`config.mk`:
```
export PLATFORM = sky130hd
export DESIGN_NAME = cpu_datapath
export DESIGN_NICKNAME = d
export VERILOG_FILES = /design/src/hdl/lc3b_pkg.sv /design/src/hdl/cpu_datapath.sv /design/src/hdl/write_back_stage.sv /design/src/hdl/memory_stage.sv /design/src/hdl/execute_stage.sv /design/src/hdl/execute_forward.sv /design/src/hdl/decode_stage.sv /design/src/hdl/fetch_stage.sv
export SDC_FILE = /design/constraint.sdc
export NUM_CORES = 1
export LEC_CHECK = 0
export BUFFER_PORTS_ARGS = -buffer_cell sky130_fd_sc_hd__buf_2
export CAP_MARGIN = 20
export CELL_PAD_IN_SITES_DETAIL_PLACEMENT = 1
export CELL_PAD_IN_SITES_GLOBAL_PLACEMENT = 1
export CORE_MARGIN = 5
export CORE_UTILIZATION = 56
export CTS_BUF_LIST = sky130_fd_sc_hd__clkbuf_8 sky130_fd_sc_hd__clkbuf_16
export DETAILED_ROUTE_END_ITERATION = 16
export PLACE_DENSITY = 0.93
export SLEW_MARGIN = 10
export SYNTH_ARGS = -nofsm -noshare
export SYNTH_HDL_FRONTEND = slang
export SYNTH_HIERARCHICAL = 1
export SYNTH_SLANG_ARGS = --single-unit
export TNS_END_PERCENT = 1
```
`constraint.sdc`:
```
create_clock -name clk -period 9.3 [get_ports clk]
set_clock_uncertainty 0.1 [all_clocks]
set_input_delay 0.93 -clock clk [delete_from_list [all_inputs] [get_ports clk]]
set_output_delay 0.93 -clock clk [all_outputs]
set_load 0.005 [all_outputs]
```
`src/hdl/lc3b_pkg.sv`:
```
package lc3b_pkg;

/**************************************************/
/* Basic types                                    */
/**************************************************/

typedef logic [15:0] lc3b_word;
typedef logic [2:0] lc3b_reg;

/* Opcodes not listed here run as no-ops. */
typedef enum logic [3:0] {
	op_br  = 4'b0000,
	op_add = 4'b0001,
	op_and = 4'b0101,
	op_ldr = 4'b0110,
	op_str = 4'b0111,
	op_not = 4'b1001
} lc3b_opcode;

typedef enum logic [1:0] {
	alu_add,
	alu_and,
	alu_not,
	alu_pass
} lc3b_aluop;

typedef struct packed {
	logic valid;
	lc3b_opcode opcode;
	lc3b_aluop aluop;
	logic use_imm;
	logic load_regfile;
	logic load_cc;
	logic mem_read;
	logic mem_write;
	logic is_branch;
	logic [2:0] nzp;
	logic uses_sr2;
} lc3b_ctrl;

/**************************************************/
/* Pipeline register payloads                     */
/**************************************************/

typedef struct packed {
	logic valid;
	lc3b_word pc_plus2;
	lc3b_word instruction;
} if_id_t;

typedef struct packed {
	lc3b_ctrl ctrl;
	lc3b_word pc_plus2;
	lc3b_reg sr1;
	lc3b_reg sr2;
	lc3b_reg dest;
	lc3b_word sr1_value;
	lc3b_word sr2_value;
	lc3b_word imm;
	lc3b_word br_offset;
} id_ex_t;

typedef struct packed {
	lc3b_ctrl ctrl;
	lc3b_word alu_result;
	lc3b_word store_data;
	lc3b_reg dest;
	lc3b_word branch_target;
} ex_mem_t;

typedef struct packed {
	lc3b_ctrl ctrl;
	lc3b_word result;
	lc3b_reg dest;
	lc3b_word branch_target;
} mem_wb_t;

localparam lc3b_word reset_pc = 16'h0000;

/* BR with nzp 000 never branches. */
localparam lc3b_word nop_instruction = 16'h0000;

endpackage: lc3b_pkg
```
`src/hdl/cpu_datapath.sv`:
```
`timescale 1ns/1ps

module cpu_datapath
(
	input logic clk,
	input logic reset,

	/* Instruction memory port */
	input lc3b_pkg::lc3b_word imem_rdata,
	input logic imem_resp,
	output lc3b_pkg::lc3b_word imem_address,
	output logic imem_action_stb,
	output logic imem_action_cyc,

	/* Data memory port */
	input lc3b_pkg::lc3b_word dmem_rdata,
	input logic dmem_resp,
	output lc3b_pkg::lc3b_word dmem_address,
	output lc3b_pkg::lc3b_word dmem_wdata,
	output logic dmem_write,
	output logic dmem_action_stb,
	output logic dmem_action_cyc
);

lc3b_pkg::if_id_t fetch_out;
lc3b_pkg::if_id_t if_id;
lc3b_pkg::id_ex_t decoded;
lc3b_pkg::id_ex_t id_ex;
lc3b_pkg::ex_mem_t executed;
lc3b_pkg::ex_mem_t ex_mem;
lc3b_pkg::ex_mem_t ex_mem_live;
lc3b_pkg::mem_wb_t mem_out;
lc3b_pkg::mem_wb_t mem_wb;

logic advance;
logic load_use;
logic mem_stall;
logic branch_enable;
logic [1:0] sr1_forward_sel;
logic [1:0] sr2_forward_sel;
lc3b_pkg::lc3b_word write_data;
lc3b_pkg::lc3b_reg write_register;
logic load_regfile;

assign advance = fetch_out.valid && !mem_stall && !load_use;
assign write_register = mem_wb.dest;
assign load_regfile = mem_wb.ctrl.valid && mem_wb.ctrl.load_regfile;

/* A taken branch kills the EX/MEM entry before it can touch data memory. */
always_comb begin
	ex_mem_live = ex_mem;
	if (branch_enable)
		ex_mem_live.ctrl.valid = 1'b0;
end

fetch_stage if_stage
(
	.clk(clk),
	.reset(reset),
	.advance(advance),
	.branch_enable(branch_enable),
	.branch_target(mem_wb.branch_target),
	.imem_rdata(imem_rdata),
	.imem_resp(imem_resp),
	.imem_address(imem_address),
	.imem_action_stb(imem_action_stb),
	.imem_action_cyc(imem_action_cyc),
	.fetch_out(fetch_out)
);

decode_stage id_stage
(
	.clk(clk),
	.reset(reset),
	.if_id(if_id),
	.write_register(write_register),
	.write_data(write_data),
	.load_regfile(load_regfile),
	.decoded(decoded)
);

execute_forward ex_forward
(
	.id_ex(id_ex),
	.ex_mem(ex_mem),
	.mem_wb(mem_wb),
	.sr1_forward_sel(sr1_forward_sel),
	.sr2_forward_sel(sr2_forward_sel),
	.load_use(load_use)
);

execute_stage ex_stage
(
	.id_ex(id_ex),
	.ex_mem_result(ex_mem.alu_result),
	.wb_result(write_data),
	.sr1_forward_sel(sr1_forward_sel),
	.sr2_forward_sel(sr2_forward_sel),
	.executed(executed)
);

memory_stage mem_stage
(
	.clk(clk),
	.reset(reset),
	.ex_mem(ex_mem_live),
	.advance(advance),
	.dmem_rdata(dmem_rdata),
	.dmem_resp(dmem_resp),
	.dmem_address(dmem_address),
	.dmem_wdata(dmem_wdata),
	.dmem_write(dmem_write),
	.dmem_action_stb(dmem_action_stb),
	.dmem_action_cyc(dmem_action_cyc),
	.mem_stall(mem_stall),
	.mem_out(mem_out)
);

write_back_stage wb_stage
(
	.clk(clk),
	.reset(reset),
	.mem_wb(mem_wb),
	.write_data(write_data),
	.branch_enable(branch_enable)
);

/**************************************************/
/* Pipeline registers                             */
/**************************************************/

always_ff @(posedge clk) begin
	if (reset) begin
		if_id.valid <= 1'b0;
		if_id.instruction <= lc3b_pkg::nop_instruction;
	end else if (branch_enable) begin
		if_id.valid <= 1'b0;
	end else if (advance) begin
		if_id <= fetch_out;
	end
end

/* A held ID/EX entry picks up write-backs it would otherwise miss. */
always_ff @(posedge clk) begin
	if (reset) begin
		id_ex.ctrl.valid <= 1'b0;
	end else if (branch_enable) begin
		id_ex.ctrl.valid <= 1'b0;
	end else if (advance) begin
		id_ex <= decoded;
	end else if (load_regfile) begin
		if (write_register == id_ex.sr1)
			id_ex.sr1_value <= write_data;
		if (write_register == id_ex.sr2)
			id_ex.sr2_value <= write_data;
	end
end

/* When only MEM/WB moves, EX/MEM is left holding a bubble. */
always_ff @(posedge clk) begin
	if (reset) begin
		ex_mem.ctrl.valid <= 1'b0;
	end else if (branch_enable) begin
		ex_mem.ctrl.valid <= 1'b0;
	end else if (advance) begin
		ex_mem <= executed;
	end else if (!mem_stall) begin
		ex_mem.ctrl.valid <= 1'b0;
	end
end

always_ff @(posedge clk) begin
	if (reset) begin
		mem_wb.ctrl.valid <= 1'b0;
	end else if (!mem_stall) begin
		mem_wb <= mem_out;
	end
end

endmodule: cpu_datapath

```
`src/hdl/write_back_stage.sv`:
```
`timescale 1ns/1ps

module write_back_stage
(
	input logic clk,
	input logic reset,
	input lc3b_pkg::mem_wb_t mem_wb,
	output lc3b_pkg::lc3b_word write_data,
	output logic branch_enable
);

/* Condition codes in nzp order. */
logic [2:0] cc;
logic [2:0] next_cc;

assign write_data = mem_wb.result;

always_comb begin
	if (write_data[15])
		next_cc = 3'b100;
	else if (write_data == '0)
		next_cc = 3'b010;
	else
		next_cc = 3'b001;
end

always_ff @(posedge clk) begin
	if (reset) begin
		cc <= 3'b010;
	end else if (mem_wb.ctrl.valid && mem_wb.ctrl.load_cc) begin
		cc <= next_cc;
	end
end

assign branch_enable = mem_wb.ctrl.valid && mem_wb.ctrl.is_branch &&
                       |(mem_wb.ctrl.nzp & cc);

endmodule: write_back_stage

```
`src/hdl/memory_stage.sv`:
```
`timescale 1ns/1ps

module memory_stage
(
	input logic clk,
	input logic reset,
	input lc3b_pkg::ex_mem_t ex_mem,
	input logic advance,
	input lc3b_pkg::lc3b_word dmem_rdata,
	input logic dmem_resp,
	output lc3b_pkg::lc3b_word dmem_address,
	output lc3b_pkg::lc3b_word dmem_wdata,
	output logic dmem_write,
	output logic dmem_action_stb,
	output logic dmem_action_cyc,
	output logic mem_stall,
	output lc3b_pkg::mem_wb_t mem_out
);

typedef enum logic [1:0] {
	mem_idle,
	mem_busy,
	mem_done
} mem_state_t;

mem_state_t state;
logic access;

assign access = ex_mem.ctrl.valid && (ex_mem.ctrl.mem_read || ex_mem.ctrl.mem_write);

/* Done means the access held in EX/MEM has already completed. */
always_ff @(posedge clk) begin
	if (reset) begin
		state <= mem_idle;
	end else begin
		case (state)
			mem_idle: if (access) state <= mem_busy;
			mem_busy: if (dmem_resp) state <= advance ? mem_idle : mem_done;
			mem_done: if (advance) state <= mem_idle;
			default: state <= mem_idle;
		endcase
	end
end

assign dmem_action_stb = (state == mem_busy);
assign dmem_action_cyc = (state == mem_busy);
assign dmem_address = ex_mem.alu_result;
assign dmem_wdata = ex_mem.store_data;
assign dmem_write = ex_mem.ctrl.mem_write;

assign mem_stall = access && (state != mem_done) && !(state == mem_busy && dmem_resp);

always_comb begin
	mem_out.ctrl = ex_mem.ctrl;
	mem_out.result = ex_mem.ctrl.mem_read ? dmem_rdata : ex_mem.alu_result;
	mem_out.dest = ex_mem.dest;
	mem_out.branch_target = ex_mem.branch_target;
end

endmodule: memory_stage

```
`src/hdl/execute_stage.sv`:
```
`timescale 1ns/1ps

module execute_stage
(
	input lc3b_pkg::id_ex_t id_ex,
	input lc3b_pkg::lc3b_word ex_mem_result,
	input lc3b_pkg::lc3b_word wb_result,
	input logic [1:0] sr1_forward_sel,
	input logic [1:0] sr2_forward_sel,
	output lc3b_pkg::ex_mem_t executed
);

lc3b_pkg::lc3b_word sr1_value;
lc3b_pkg::lc3b_word sr2_value;
lc3b_pkg::lc3b_word operand_b;
lc3b_pkg::lc3b_word alu_out;
lc3b_pkg::lc3b_word mem_address;
logic mem_access;

always_comb begin
	case (sr1_forward_sel)
		2'b01: sr1_value = ex_mem_result;
		2'b10: sr1_value = wb_result;
		default: sr1_value = id_ex.sr1_value;
	endcase

	case (sr2_forward_sel)
		2'b01: sr2_value = ex_mem_result;
		2'b10: sr2_value = wb_result;
		default: sr2_value = id_ex.sr2_value;
	endcase
end

assign operand_b = id_ex.ctrl.use_imm ? id_ex.imm : sr2_value;

always_comb begin
	case (id_ex.ctrl.aluop)
		lc3b_pkg::alu_add: alu_out = sr1_value + operand_b;
		lc3b_pkg::alu_and: alu_out = sr1_value & operand_b;
		lc3b_pkg::alu_not: alu_out = ~sr1_value;
		default: alu_out = operand_b;
	endcase
end

/* Loads and stores form their address on a separate adder. */
assign mem_access = (id_ex.ctrl.opcode == lc3b_pkg::op_ldr) ||
                    (id_ex.ctrl.opcode == lc3b_pkg::op_str);
assign mem_address = sr1_value + id_ex.imm;

always_comb begin
	executed.ctrl = id_ex.ctrl;
	executed.alu_result = mem_access ? mem_address : alu_out;
	executed.store_data = sr2_value;
	executed.dest = id_ex.dest;
	executed.branch_target = id_ex.pc_plus2 + id_ex.br_offset;
end

endmodule: execute_stage

```
`src/hdl/execute_forward.sv`:
```
`timescale 1ns/1ps

module execute_forward
(
	input lc3b_pkg::id_ex_t id_ex,
	input lc3b_pkg::ex_mem_t ex_mem,
	input lc3b_pkg::mem_wb_t mem_wb,
	output logic [1:0] sr1_forward_sel,
	output logic [1:0] sr2_forward_sel,
	output logic load_use
);

logic ex_mem_writes;
logic mem_wb_writes;
logic sr1_used;
logic sr2_used;

assign ex_mem_writes = ex_mem.ctrl.valid && ex_mem.ctrl.load_regfile;
assign mem_wb_writes = mem_wb.ctrl.valid && mem_wb.ctrl.load_regfile;

/* Every instruction that writes a register or memory reads sr1. */
assign sr1_used = id_ex.ctrl.valid && (id_ex.ctrl.load_regfile || id_ex.ctrl.mem_write);
assign sr2_used = id_ex.ctrl.valid && id_ex.ctrl.uses_sr2;

/* 01 takes EX/MEM, 10 takes MEM/WB, 00 keeps the register file value. */
always_comb begin
	sr1_forward_sel = 2'b00;
	if (ex_mem_writes && ex_mem.dest == id_ex.sr1)
		sr1_forward_sel = 2'b01;
	else if (mem_wb_writes && mem_wb.dest == id_ex.sr1)
		sr1_forward_sel = 2'b10;

	sr2_forward_sel = 2'b00;
	if (id_ex.ctrl.uses_sr2 && ex_mem_writes && ex_mem.dest == id_ex.sr2)
		sr2_forward_sel = 2'b01;
	else if (id_ex.ctrl.uses_sr2 && mem_wb_writes && mem_wb.dest == id_ex.sr2)
		sr2_forward_sel = 2'b10;
end

assign load_use = ex_mem_writes && ex_mem.ctrl.mem_read &&
                  ((sr1_used && ex_mem.dest == id_ex.sr1) ||
                   (sr2_used && ex_mem.dest == id_ex.sr2));

endmodule: execute_forward

```
`src/hdl/decode_stage.sv`:
```
`timescale 1ns/1ps

module decode_stage
(
	input logic clk,
	input logic reset,
	input lc3b_pkg::if_id_t if_id,
	input lc3b_pkg::lc3b_reg write_register,
	input lc3b_pkg::lc3b_word write_data,
	input logic load_regfile,
	output lc3b_pkg::id_ex_t decoded
);

lc3b_pkg::lc3b_word regfile [8];
lc3b_pkg::lc3b_word instruction;
lc3b_pkg::lc3b_opcode opcode;
lc3b_pkg::lc3b_ctrl ctrl;
lc3b_pkg::lc3b_reg sr1;
lc3b_pkg::lc3b_reg sr2;
lc3b_pkg::lc3b_word imm5;
lc3b_pkg::lc3b_word offset6;
logic is_mem_op;

assign instruction = if_id.instruction;
assign opcode = lc3b_pkg::lc3b_opcode'(instruction[15:12]);
assign is_mem_op = (opcode == lc3b_pkg::op_ldr) || (opcode == lc3b_pkg::op_str);

/* STR reads its source register from the dest field. */
assign sr1 = instruction[8:6];
assign sr2 = (opcode == lc3b_pkg::op_str) ? instruction[11:9] : instruction[2:0];

assign imm5 = {{11{instruction[4]}}, instruction[4:0]};
assign offset6 = {{9{instruction[5]}}, instruction[5:0], 1'b0};

always_ff @(posedge clk) begin
	if (reset) begin
		for (int i = 0; i < 8; i++) begin
			regfile[i] <= '0;
		end
	end else if (load_regfile) begin
		regfile[write_register] <= write_data;
	end
end

/**************************************************/
/* Control decoder                                */
/**************************************************/

always_comb begin
	ctrl = '0;
	if (if_id.valid) begin
		ctrl.valid = 1'b1;
		ctrl.opcode = opcode;
		ctrl.aluop = lc3b_pkg::alu_pass;
		case (opcode)
			lc3b_pkg::op_add, lc3b_pkg::op_and: begin
				ctrl.aluop = (opcode == lc3b_pkg::op_add) ? lc3b_pkg::alu_add
				                                          : lc3b_pkg::alu_and;
				ctrl.use_imm = instruction[5];
				ctrl.uses_sr2 = !instruction[5];
				ctrl.load_regfile = 1'b1;
				ctrl.load_cc = 1'b1;
			end
			lc3b_pkg::op_not: begin
				ctrl.aluop = lc3b_pkg::alu_not;
				ctrl.load_regfile = 1'b1;
				ctrl.load_cc = 1'b1;
			end
			lc3b_pkg::op_ldr: begin
				ctrl.use_imm = 1'b1;
				ctrl.load_regfile = 1'b1;
				ctrl.load_cc = 1'b1;
				ctrl.mem_read = 1'b1;
			end
			lc3b_pkg::op_str: begin
				ctrl.use_imm = 1'b1;
				ctrl.mem_write = 1'b1;
				ctrl.uses_sr2 = 1'b1;
			end
			lc3b_pkg::op_br: begin
				ctrl.is_branch = 1'b1;
				ctrl.nzp = instruction[11:9];
			end
			default: ;
		endcase
	end
end

/* Register reads see a write-back from the same cycle. */
always_comb begin
	decoded.ctrl = ctrl;
	decoded.pc_plus2 = if_id.pc_plus2;
	decoded.sr1 = sr1;
	decoded.sr2 = sr2;
	decoded.dest = instruction[11:9];
	decoded.sr1_value = (load_regfile && write_register == sr1) ? write_data : regfile[sr1];
	decoded.sr2_value = (load_regfile && write_register == sr2) ? write_data : regfile[sr2];
	decoded.imm = is_mem_op ? offset6 : imm5;
	decoded.br_offset = {{6{instruction[8]}}, instruction[8:0], 1'b0};
end

endmodule: decode_stage

```
`src/hdl/fetch_stage.sv`:
```
`timescale 1ns/1ps

module fetch_stage
(
	input logic clk,
	input logic reset,
	input logic advance,
	input logic branch_enable,
	input lc3b_pkg::lc3b_word branch_target,
	input lc3b_pkg::lc3b_word imem_rdata,
	input logic imem_resp,
	output lc3b_pkg::lc3b_word imem_address,
	output logic imem_action_stb,
	output logic imem_action_cyc,
	output lc3b_pkg::if_id_t fetch_out
);

lc3b_pkg::lc3b_word pc;
lc3b_pkg::lc3b_word redirect_pc;
lc3b_pkg::lc3b_word buffer;
logic buffer_valid;
logic drop;
logic resp_ok;

/* A request is open whenever no fetched instruction is waiting. */
assign imem_action_stb = !buffer_valid;
assign imem_action_cyc = !buffer_valid;
assign imem_address = pc;

assign resp_ok = imem_resp && !drop;

assign fetch_out.valid = buffer_valid || resp_ok;
assign fetch_out.pc_plus2 = pc + 16'd2;
assign fetch_out.instruction = buffer_valid ? buffer : imem_rdata;

always_ff @(posedge clk) begin
	if (reset) begin
		pc <= lc3b_pkg::reset_pc;
		buffer_valid <= 1'b0;
		drop <= 1'b0;
	end else if (branch_enable) begin
		buffer_valid <= 1'b0;
		/* The open request keeps its address until its response is thrown away. */
		if (imem_action_stb && !imem_resp) begin
			drop <= 1'b1;
			redirect_pc <= branch_target;
		end else begin
			drop <= 1'b0;
			pc <= branch_target;
		end
	end else if (drop) begin
		if (imem_resp) begin
			drop <= 1'b0;
			pc <= redirect_pc;
		end
	end else if (advance) begin
		buffer_valid <= 1'b0;
		pc <= pc + 16'd2;
	end else if (resp_ok) begin
		buffer_valid <= 1'b1;
		buffer <= imem_rdata;
	end
end

endmodule: fetch_stage

```
# == Word-level counts from Yosys, hierarchy flattened ==
# Memory sizes are Yosys's and may differ from the RTL's. A register that Yosys moved wholly into a read port is not among the register bits.
# Cells that the tools add are included.
# classes
mux,59
n_addsub,4
bitwise,8
eq_ne,28
reduce_logical,66
# ops
op,n
16-bit 2-to-1 mux,15
32-bit 2-to-1 mux,2
16-bit one-hot mux with 2 select lines,2
16-bit adder,3
16-bit one-hot mux with 3 select lines,1
1-bit logical AND,27
4-bit by 3-bit == test with 1-bit output (second input constant),5
2-bit 2-to-1 mux,10
3-bit == test,6
1-bit 2-to-1 mux,18
17-bit 2-to-1 mux,1
16-bit by 2-bit adder with 16-bit output (second input constant),1
16-bit bitwise AND,1
16-bit zero test,1
16-bit NOT,1
16-bit OR reduction,1
3-bit 2-to-1 mux,5
3-bit AND reduction,4
2-bit by 1-bit == test with 1-bit output (second input constant),4
2-bit == test (second input constant),4
2-bit AND reduction,4
4-bit AND reduction,2
2-bit nonzero test,4
1-bit zero test,7
19 further kinds,36
# word_totals
in_bits,36
out_inout_bits,53
mem_count,1
ram_bits,128
ff_bits,289
# memory_table
name,depth,width,rd,rd_ports_with_merged_regs,write_ports,line_no,text
id_stage.regfile,8,16,2,1,8,decode_stage.sv:14,lc3b_pkg::lc3b_word regfile [8];

# == Depth between registers and ports, before layout ==
# Gate-level depths: netlist (run 1).
# depth
ltp_word,13
mapped_depth,19
ltp_nobuf,17

# == Modules after synthesis ==
# The synthesis (run 1) kept the hierarchy.
# modules_own_cells
module,n_inst,cells_each,area_per_inst_um2
decode_stage,1,878,9390.3
cpu_datapath,1,424,8353.0
execute_stage,1,529,3732.3
fetch_stage,1,239,2705.1
memory_stage,1,99,832.0
write_back_stage,1,36,299.0
execute_forward,1,24,188.9

# == Worst setup path after synthesis (run 1) ==
# Ideal clock, no wire load.
# synth_path
path_type,input port to flip-flop
from,input port dmem_resp
to,"register if_stage.buffer[0], enable pin"
path_buffers,2
setup_slack_ps,4670
path_stages,7
t_arrival_ps,4094
cell_sequence,and3b_2 > nor3_1 > or3b_1 > buf_2 > inv_4 > buf_4 > nor4b_1
# synth_between
elab_chain_len,8
# synth_rtl
element,line_no,text
"start, declared",cpu_datapath.sv:17,"input logic dmem_resp,"
1-bit logical AND,memory_stage.sv:51,assign mem_stall = access && (state != mem_done) && !(state == mem_busy && dmem_resp);
1-bit zero test,memory_stage.sv:51,
1-bit logical AND,memory_stage.sv:51,
via mem_stall,cpu_datapath.sv:37,logic mem_stall;
1-bit zero test,n/a,
1-bit logical AND (2 in series),cpu_datapath.sv:45,assign advance = fetch_out.valid && !mem_stall && !load_use;
via advance,cpu_datapath.sv:35,logic advance;
1-bit NOT (no source line),n/a,
5-bit AND reduction (no source line),n/a,
"end signal, assigned",fetch_stage.sv:61,buffer <= imem_rdata;
"end, declared",fetch_stage.sv:20,lc3b_pkg::lc3b_word buffer;
# The timed path passes the listed nets, and every way through them passes these cells.
# A chain may end at the register's enable or synchronous reset.

==> results of run 1 <==
[sequential cells by signal, summed over array words and instances (netlist names), 2 cells and up]
name and flops:
ex_mem 60, id_ex 105, id_stage/regfile 128, if_id 33, if_stage/buffer 16, if_stage/imem_address 16, if_stage/redirect_pc 16, mem_stage/state 2
mem_wb 39, wb_stage/cc 3, write_register 3
[metal layers]
layer  vias up  global-route usage (%)  wire length, µm
li1       7762                       -                -
met1      9459                    40.6            29500
met2      1316                    55.4            39500
met3       380                    6.39             8180
met4         2                    18.2             4970
met5         -                       0               13
[stage by stage]
stage	utilization, %	total power [mW]	setup slack, ps	area (µm²)	cells
after floorplan	-	2.82	4670	24800	2191
after global placement	55.7	2.94	4260	24500	2635
after detailed placement	55.8	3.01	3910	24600	2637
after CTS	59.0	4.82	3620	26000	2721
after global routing	59.1	4.97	3350	26000	2725
final	59.1	4.84	3540	26000	2726
[power breakdown]
group	total [mW]	internal [mW]	switching, mW	leakage (nW)
combinational	0.699	0.277	0.421	4.73
sequential	2.33	2.20	0.134	4.08
clock	1.81	1.00	0.805	0.749
total	4.84	3.48	1.36	9.56
[layout by cell type, fill, tap and decap left out, types with 11 or more instances in the layout]
cell type and n:
a21o_1 12, a21oi_1 118, a22oi_1 37, and2_1 132, and3_1 11, buf_2 89, buf_4 33, clkbuf_16 47
dfxtp_1 39, edfxtp_1 380, ha_1 51, inv_1 46, mux2_2 74, mux2i_1 134, mux4_2 42, nand2_1 213
nand3_1 66, nor2_1 127, nor3_1 46, nor4_1 22, o21a_1 29, o21ai_0 55, o21ai_1 18, o22a_1 15
xnor2_1 41, xor2_1 23
[worst max-delay path by stage]
stage,start,to,depth (start not counted)
global placement,write_register[0],ex_mem[47],15
floorplan,dmem_resp,if_stage/buffer[0],7
global route,id_ex[69],ex_mem[45],16
finish,id_ex[69],ex_mem[45],16
detailed placement,write_register[0],ex_mem[49],15
CTS,mem_wb[37],if_stage/imem_address[10],12
[cell type report]
cell class | count | area, µm²
inverters | 39 | 154
diodes | 1 | 2.50
repair buffers | 126 | 738
flip-flops and latches | 423 | 12300
well taps | 592 | 741
multi-input cells | 1461 | 10700
fillers | 4492 | 18000
clock inverters | 37 | 258
clock buffers | 47 | 1180
[worst register-to-register path: stages, from the launching register on]
cell and delay [ps]:
edfxtp_1 490, xnor2_1 360, nand4_1 260, nor2_1 270
inv_1 80, ha_1 950, o21ai_1 220, mux2_2 340
ha_1 280, fa_1 550, a211oi_2 310, nor2_1 130
a21o_1 220, nor2_2 160, xnor2_1 80, mux4_2 450
mux2_2 270
==> impl_metrics.env, run 1 <==
export IMPL_status="finished, final reports clean"
export IMPL_maxSlewViolCount=0
export IMPL_r2r_slack_ps=3540
export IMPL_start_util_pct=56.3
export IMPL_die_y_um=220
export IMPL_clk_pin_slew_ps=70
export IMPL_crit_type="flip-flop to flip-flop"
export IMPL_r2r_cells=16
export IMPL_finalHoldViolations=0
export IMPL_yosys_warnings=6
export IMPL_min_period_ps=5760
export IMPL_grt_pass1_wl_mm=123
export IMPL_slowest_delay_ps=950
export IMPL_path_cells="xnor2_1 > nand4_1 > nor2_1 > inv_1 > ha_1 > o21ai_1 > mux2_2 > ha_1 > fa_1 > a211oi_2 > nor2_1 > a21o_1 > nor2_2 > xnor2_1 > mux4_2 > mux2_2"
export IMPL_vias=18900
export IMPL_cts_resized=0
export IMPL_dr_pass1_iters=5
export IMPL_path_max_fanout=32
export IMPL_antenna_found_initial=2
export IMPL_grt_max_degree=77
export IMPL_setup_tns_ps=0
export IMPL_relSlewSlack_pct=20.1
export IMPL_max_clock_freq_mhz=174
export IMPL_ant_nets=0
export IMPL_wl_per_cell_um=30.1
export IMPL_core_area_mm2=0.0440
export IMPL_layout_nets=2188
export IMPL_rows=77
export IMPL_rsz0062_at_grt="false"
export IMPL_vias_per_cell=6.94
export IMPL_crit_path_top_delay_cell="ha_1"
export IMPL_drt_total_wl_mm=82.2
export IMPL_gp_congestion=0.933
export IMPL_grt_pass1_vias=19900
export IMPL_drt_iter0_markers=2483
export IMPL_synth_area_per_cell_um2=11.3
export IMPL_period_share_pct=62.0
export IMPL_drc=0
export IMPL_worst_pin_slew_ps=1190
export IMPL_p_per_area_mw_per_mm2=186
export IMPL_worstPathArrival_ps=6010
export IMPL_synth_nets=2281
export IMPL_whs_path_depth=0
export IMPL_worstReg2RegStart="id_ex[69]"
export IMPL_hold_path_class="flip-flop to flip-flop"
export IMPL_insertion_delay_ps=610
export IMPL_pin_count=89
export IMPL_cts_tree="yes"
export IMPL_netlist_area_mm2=0.0248
export IMPL_critPathBufInv=1
export IMPL_syn2layout_area_growth_pct=5.00
export IMPL_min_from="id_ex[96]"
export IMPL_hold_end="ex_mem[58]"
export IMPL_clk_path_buf_depth=3
export IMPL_drive_gt1_share_pct=17.6
export IMPL_grt_usage_pct=33.1
export IMPL_cp_start_kind="flip-flop"
export IMPL_netlist_instances=2191
export IMPL_holdBufCountCts=0
export IMPL_cpLargestDelayFamily="adder cells"
export IMPL_ir_drop_uv=137
export IMPL_setup_violations=0
export IMPL_io_buffers=88
export IMPL_htreeDepth=2
export IMPL_root_buffer="clkbuf_16"
export IMPL_cts_buffers_inserted=47
export IMPL_dieArea_mm2=0.0486
export IMPL_r2r_end="ex_mem[45]"
export IMPL_gr_total_overflow=0
export IMPL_crit_path_end_kind="flip-flop"
export IMPL_dp_hpwl_mm=51.2
export IMPL_cts_setup_buffers=0
export IMPL_leakage_nw=9.56
export IMPL_critical_path_required_ps=9540
export IMPL_clock_sinks=423
export IMPL_drv_cap=0
export IMPL_hold_worst_slack_ps=317
export IMPL_die_x_um=220
Note: power is estimated with default switching activity, not from simulation.
==> run 2, diff against run 1 <==
--- a/config.mk
+++ b/config.mk
@@ -5,15 +5,16 @@
 export SDC_FILE = /design/constraint.sdc
 export NUM_CORES = 1
 export LEC_CHECK = 0
+export ABC_AREA = 1
 export BUFFER_PORTS_ARGS = -buffer_cell sky130_fd_sc_hd__buf_2
 export CAP_MARGIN = 20
 export CELL_PAD_IN_SITES_DETAIL_PLACEMENT = 1
 export CELL_PAD_IN_SITES_GLOBAL_PLACEMENT = 1
 export CORE_MARGIN = 5
-export CORE_UTILIZATION = 56
+export CORE_UTILIZATION = 49
 export CTS_BUF_LIST = sky130_fd_sc_hd__clkbuf_8 sky130_fd_sc_hd__clkbuf_16
 export DETAILED_ROUTE_END_ITERATION = 16
-export PLACE_DENSITY = 0.93
+export PLACE_DENSITY = 0.88
 export SLEW_MARGIN = 10
 export SYNTH_ARGS = -nofsm -noshare
 export SYNTH_HDL_FRONTEND = slang
==> constraint.sdc (replaced) <==
create_clock -name clk -period 5.6 [get_ports clk]
set_clock_uncertainty 0.1 [all_clocks]
set_input_delay 0.56 -clock clk [delete_from_list [all_inputs] [get_ports clk]]
set_output_delay 0.56 -clock clk [all_outputs]
set_load 0.005 [all_outputs]
==> impl_metrics.env, run 2 <==
export IMPL_layout_nets=2898
export IMPL_p_per_area_mw_per_mm2=335
export IMPL_synth_nets=2987
export IMPL_slowest_delay_ps=470
export IMPL_vias_per_cell=5.82
export IMPL_largest_reg_flops=128
export IMPL_vias=20400
export IMPL_final_common_cell="nand2_1"
export IMPL_rsz0062_at_grt="false"
export IMPL_synth_area_per_cell_um2=8.45
export IMPL_reg_top3="id_stage/regfile (128), id_ex (105), ex_mem (60)"
export IMPL_fillCellCount=5868
export IMPL_die_x_um=234
export IMPL_worstPathArrival_ps=4610
export IMPL_start_util_pct=49.2
export IMPL_setup_violations=0
export IMPL_drv_cap=0
export IMPL_setup_tns_ps=0
export IMPL_period_share_pct=77.4
export IMPL_io_buffers=88
export IMPL_syn2layout_area_growth_pct=5.78
export IMPL_netlist_instances=2897
export IMPL_antenna_found_initial=0
export IMPL_antennaDiodeCount=0
export IMPL_htreeDepth=2
export IMPL_gp_congestion=0.958
export IMPL_cts_resized=0
export IMPL_drive_gt1_share_pct=10.2
export IMPL_worst_pin_slew_ps=1040
export IMPL_clk_path_buf_depth=3
export IMPL_cts_tree="yes"
export IMPL_layout_setup_ws_ps=1270
export IMPL_leakage_nw=11.3
export IMPL_dr_pass1_iters=6
export IMPL_clock_sinks=423
export IMPL_utilization_pct=52.1
export IMPL_hold_path_class="primary input to flip-flop"
export IMPL_crit_path_top_delay_cell="fa_1"
export IMPL_top_register="id_stage/regfile"
export IMPL_grt_max_degree=67
export IMPL_maxSlewViolCount=0
export IMPL_grt_usage_pct=28.5
export IMPL_path_cells="inv_1 > nand2_1 > nand2_1 > nor2_1 > nand2_1 > nor2_1 > inv_1 > ha_1 > inv_2 > nand3_1 > o21ai_0 > o21ai_2 > ha_1 > fa_1 > nand2_1 > nand2_1 > and2_4 > nand2_2 > nand2_1 > or2_0 > a31oi_1"
export IMPL_cpMostUsedCell="nand2_1"
export IMPL_cts_buffers_inserted=48
export IMPL_stdcell_area_mm2=0.0259
export IMPL_critical_path_required_ps=5880
export IMPL_dp_slack_ps=1300
export IMPL_place_area_mm2=0.0243
export IMPL_min_period_ps=4330
export IMPL_cp_start_kind="flip-flop"
export IMPL_rows=82
export IMPL_finalHoldViolations=0
export IMPL_pin_count=89
export IMPL_wl_per_cell_um=22.6
export IMPL_holdBufCountCts=0
export IMPL_grt_pass1_vias=21300
export IMPL_drc=0
export IMPL_multiInputGateArea_mm2=0.00912
export IMPL_seq_area_mm2=0.0123
export IMPL_layout_common_cells="nand2_1, edfxtp_1, inv_1, nand3_1, nor2_1"
export IMPL_crit_type="flip-flop to flip-flop"
export IMPL_ir_drop_uv=245
export IMPL_gr_total_overflow=0
export IMPL_insertion_delay_ps=590
export IMPL_relSlewSlack_pct=30.6
export IMPL_status="finished, final reports clean"
export IMPL_dp_hpwl_mm=53.4
export IMPL_path_max_fanout=31
export IMPL_cts_setup_buffers=0
export IMPL_dieArea_mm2=0.0545
export IMPL_drt_total_wl_mm=79.3
export IMPL_drt_iter0_markers=1952
export IMPL_netlist_area_mm2=0.0245
export IMPL_core_area_mm2=0.0498
export IMPL_crit_path_end_kind="flip-flop"
export IMPL_max_clock_freq_mhz=231
export IMPL_grt_pass1_wl_mm=122
export IMPL_root_buffer="clkbuf_16"
export IMPL_clk_pin_slew_ps=60
export IMPL_yosys_warnings=6
export IMPL_die_y_um=234
export IMPL_ant_nets=0
==> run 2: cell type report <==
cell class,count,area share (%)
flip-flops and latches,423,47.4
well taps,672,3.25
clock inverters,33,1.10
inverters,393,5.75
clock buffers,51,4.84
multi-input cells,1833,35.2
repair buffers,109,2.48
==> run 2: power breakdown <==
part	switching (mW)	leakage, nW	internal, mW
logic	1.15	6.48	0.496
registers	0.197	4.08	3.71
clock network	1.32	0.775	1.80
==> run 2: per-stage QoR <==
step / power, mW / cells / hold WS, ps
floorplan: 5.08 / 2897 / 326
global route: 9.03 / 3514 / 40.6
detailed placement: 5.54 / 3427 / 307
CTS: 8.69 / 3511 / 36.0
global placement: 5.44 / 3427 / 301
finish: 8.68 / 3514 / 74.8
==> run 2: final timing paths <==
check,start,end,slack (ps),depth (start not counted)
setup / recovery,id_ex[67],ex_mem[39],1270,21
hold / removal,imem_rdata[11],if_stage/buffer[11],70,1
setup reg to reg,id_ex[67],ex_mem[39],1270,21
hold reg to reg,id_ex[96],ex_mem[58],320,0
==> run 2: metal layers <==
layer / GRT usage, % / part of all wire [%] / vias to the layer above
li1: - / - / 9196
met3: 4.68 / 8.8 / 236
met5: 0 / 0 / -
met2: 48.8 / 48 / 1003
met4: 10.7 / 3.9 / 0
met1: 36.5 / 39 / 10000
==> run 2: critical path: cells and delay by family (launching register included) <==
kind            cells  cell delay [ps]
simple gates       12             1330
fa+ha+maj           3             1110
flops               1              440
buf+inv             3              560
compound gates      3              590
==> run 3, diff against run 2 <==
--- a/config.mk
+++ b/config.mk
@@ -5,13 +5,13 @@
 export SDC_FILE = /design/constraint.sdc
 export NUM_CORES = 1
 export LEC_CHECK = 0
-export ABC_AREA = 1
+export ABC_AREA = 0
 export BUFFER_PORTS_ARGS = -buffer_cell sky130_fd_sc_hd__buf_2
 export CAP_MARGIN = 20
 export CELL_PAD_IN_SITES_DETAIL_PLACEMENT = 1
 export CELL_PAD_IN_SITES_GLOBAL_PLACEMENT = 1
 export CORE_MARGIN = 5
-export CORE_UTILIZATION = 49
+export CORE_UTILIZATION = 52
 export CTS_BUF_LIST = sky130_fd_sc_hd__clkbuf_8 sky130_fd_sc_hd__clkbuf_16
 export DETAILED_ROUTE_END_ITERATION = 16
 export PLACE_DENSITY = 0.88
==> constraint.sdc (replaced) <==
create_clock -name clk -period 4.3 [get_ports clk]
set_clock_uncertainty 0.1 [all_clocks]
set_input_delay 0.43 -clock clk [delete_from_list [all_inputs] [get_ports clk]]
set_output_delay 0.43 -clock clk [all_outputs]
set_load 0.005 [all_outputs]
==> impl_metrics.env, run 3 (same netlist as run 1, synthesis figures left out) <==
export IMPL_ant_nets=0
export IMPL_cp_start_kind="flip-flop"
export IMPL_clk_path_buf_depth=3
export IMPL_maxSlewViolCount=0
export IMPL_top_register="id_stage/regfile"
export IMPL_rsz0062_at_grt="true"
export IMPL_stdcell_area_mm2=0.0274
export IMPL_vias=19500
export IMPL_violations="setup timing"
export IMPL_layout_nets=2292
export IMPL_p_per_area_mw_per_mm2=394
export IMPL_core_area_mm2=0.0474
export IMPL_dp_hpwl_mm=52.6
export IMPL_die_y_um=228
export IMPL_layout_setup_ws_ps=-292
export IMPL_cts_buffers_inserted=46
export IMPL_place_area_mm2=0.0252
export IMPL_clock_sinks=423
export IMPL_fillCellCount=4862
export IMPL_reg_top3="id_stage/regfile (128), id_ex (105), ex_mem (60)"
export IMPL_grt_pass1_vias=20700
export IMPL_gp_congestion=0.923
export IMPL_finalHoldViolations=0
export IMPL_antenna_found_initial=2
export IMPL_die_x_um=228
export IMPL_hold_path_class="primary input to flip-flop"
export IMPL_leakage_nw=10.2
export IMPL_hold_worst_slack_ps=46.5
export IMPL_cts_tree="yes"
export IMPL_setup_tns_ps=-2310
export IMPL_drv_cap=0
export IMPL_largest_reg_flops=128
export IMPL_dr_pass1_iters=6
export IMPL_critical_path_required_ps=4530
export IMPL_io_buffers=88
export IMPL_dp_slack_ps=-442
export IMPL_layout_common_cells="edfxtp_1, nand2_1, mux2i_1, and2_1, nor2_1"
export IMPL_grt_max_degree=61
export IMPL_start_util_pct=52.3
export IMPL_period_share_pct=107
export IMPL_insertion_delay_ps=620
export IMPL_rows=80
export IMPL_utilization_pct=57.7
export IMPL_drive_gt1_share_pct=23.0
export IMPL_final_common_cell="edfxtp_1"
export IMPL_root_buffer="clkbuf_16"
export IMPL_wl_per_cell_um=31.1
export IMPL_relSlewSlack_pct=30.6
export IMPL_ir_drop_uv=332
export IMPL_dieArea_mm2=0.0521
export IMPL_drt_iter0_markers=2498
export IMPL_htreeDepth=2
export IMPL_status="finished with violations"
export IMPL_clk_pin_slew_ps=70
export IMPL_worst_pin_slew_ps=1040
export IMPL_grt_usage_pct=32.7
export IMPL_crit_path_end_kind="flip-flop"
export IMPL_setup_violations=12
export IMPL_crit_type="flip-flop to flip-flop"
export IMPL_worstPathArrival_ps=4820
export IMPL_gr_total_overflow=0
export IMPL_min_period_ps=4590
export IMPL_syn2layout_area_growth_pct=10.4
export IMPL_drt_total_wl_mm=88.8
export IMPL_grt_pass1_wl_mm=132
export IMPL_vias_per_cell=6.81
export IMPL_max_clock_freq_mhz=218
export IMPL_drc=0
export IMPL_path_max_fanout=15
export IMPL_pin_count=89
run 3: through the flow:
stage	std cells	power [mW]
floorplan	2191	6.10
global placement	2728	6.44
detailed placement	2730	6.57
CTS	2849	10.5
global route	2855	11.1
finish	2856	10.8
run 3: critical path: stages (launching register included):
cell      delay, ps
edfxtp_1        420
buf_4           160
xor2_1          150
nor4_2          260
o21a_2          250
inv_2            60
ha_4            170
buf_6           150
a22oi_2         190
o21ai_2         110
mux2_4          310
buf_4           160
ha_4            250
a211oi_4        250
nor2_1          100
o21a_1          200
nor2_2          100
xnor2_1         120
mux4_2          500
mux2_2          300
run 3: what timing repair did:
action,in CTS,in global routing
hold buffers,16,0
gates resized for setup,54,32
pin swaps,25,12
hold endpoints to repair,16,0
buffers inserted,18,4
endpoints found under the setup margin,13,82
run 3: power breakdown:
part / leakage [nW] / total (mW) / switching [mW] / internal [mW]
Sequential: 4.08 / 5.05 / 0.305 / 4.75
Combinational: 5.32 / 1.70 / 0.985 / 0.717
Clock: 0.776 / 4.02 / 1.81 / 2.21
Total: 10.2 / 10.8 / 3.10 / 7.68
run 3: area by class of cell:
| class | count | area (µm²) | share of cell area (%) |
|---|---|---|---|
| tap | 615 | 769 | 2.81 |
| sequential | 423 | 12300 | 44.9 |
| clock buffer | 49 | 1200 | 4.40 |
| multi-input combinational | 1461 | 11000 | 40.2 |
| antenna | 2 | 5.00 | 0.0183 |
| timing repair buffer | 231 | 1670 | 6.09 |
| inverter | 39 | 168 | 0.613 |
| clock inverter | 36 | 285 | 1.04 |
run 3: worst paths after layout:
| path | cells past startpoint | slack (ps) | to | startpoint |
|---|---|---|---|---|
| worst max register to register | 19 | -290 | ex_mem[40] | write_register[1] |
| worst max-delay path | 19 | -290 | ex_mem[40] | write_register[1] |
| worst min-delay path | 2 | 50 | mem_wb[27] | dmem_rdata[8] |
| worst min register to register | 0 | 310 | ex_mem[57] | id_ex[95] |
run 3: per-layer routing:
layer	up-vias	track usage [%]	part of all wire (%)
met5	-	0	0
met4	0	17.8	6.5
met3	399	6.72	9.3
met2	1327	56.3	49
met1	9752	38.4	35
li1	7974	-	-
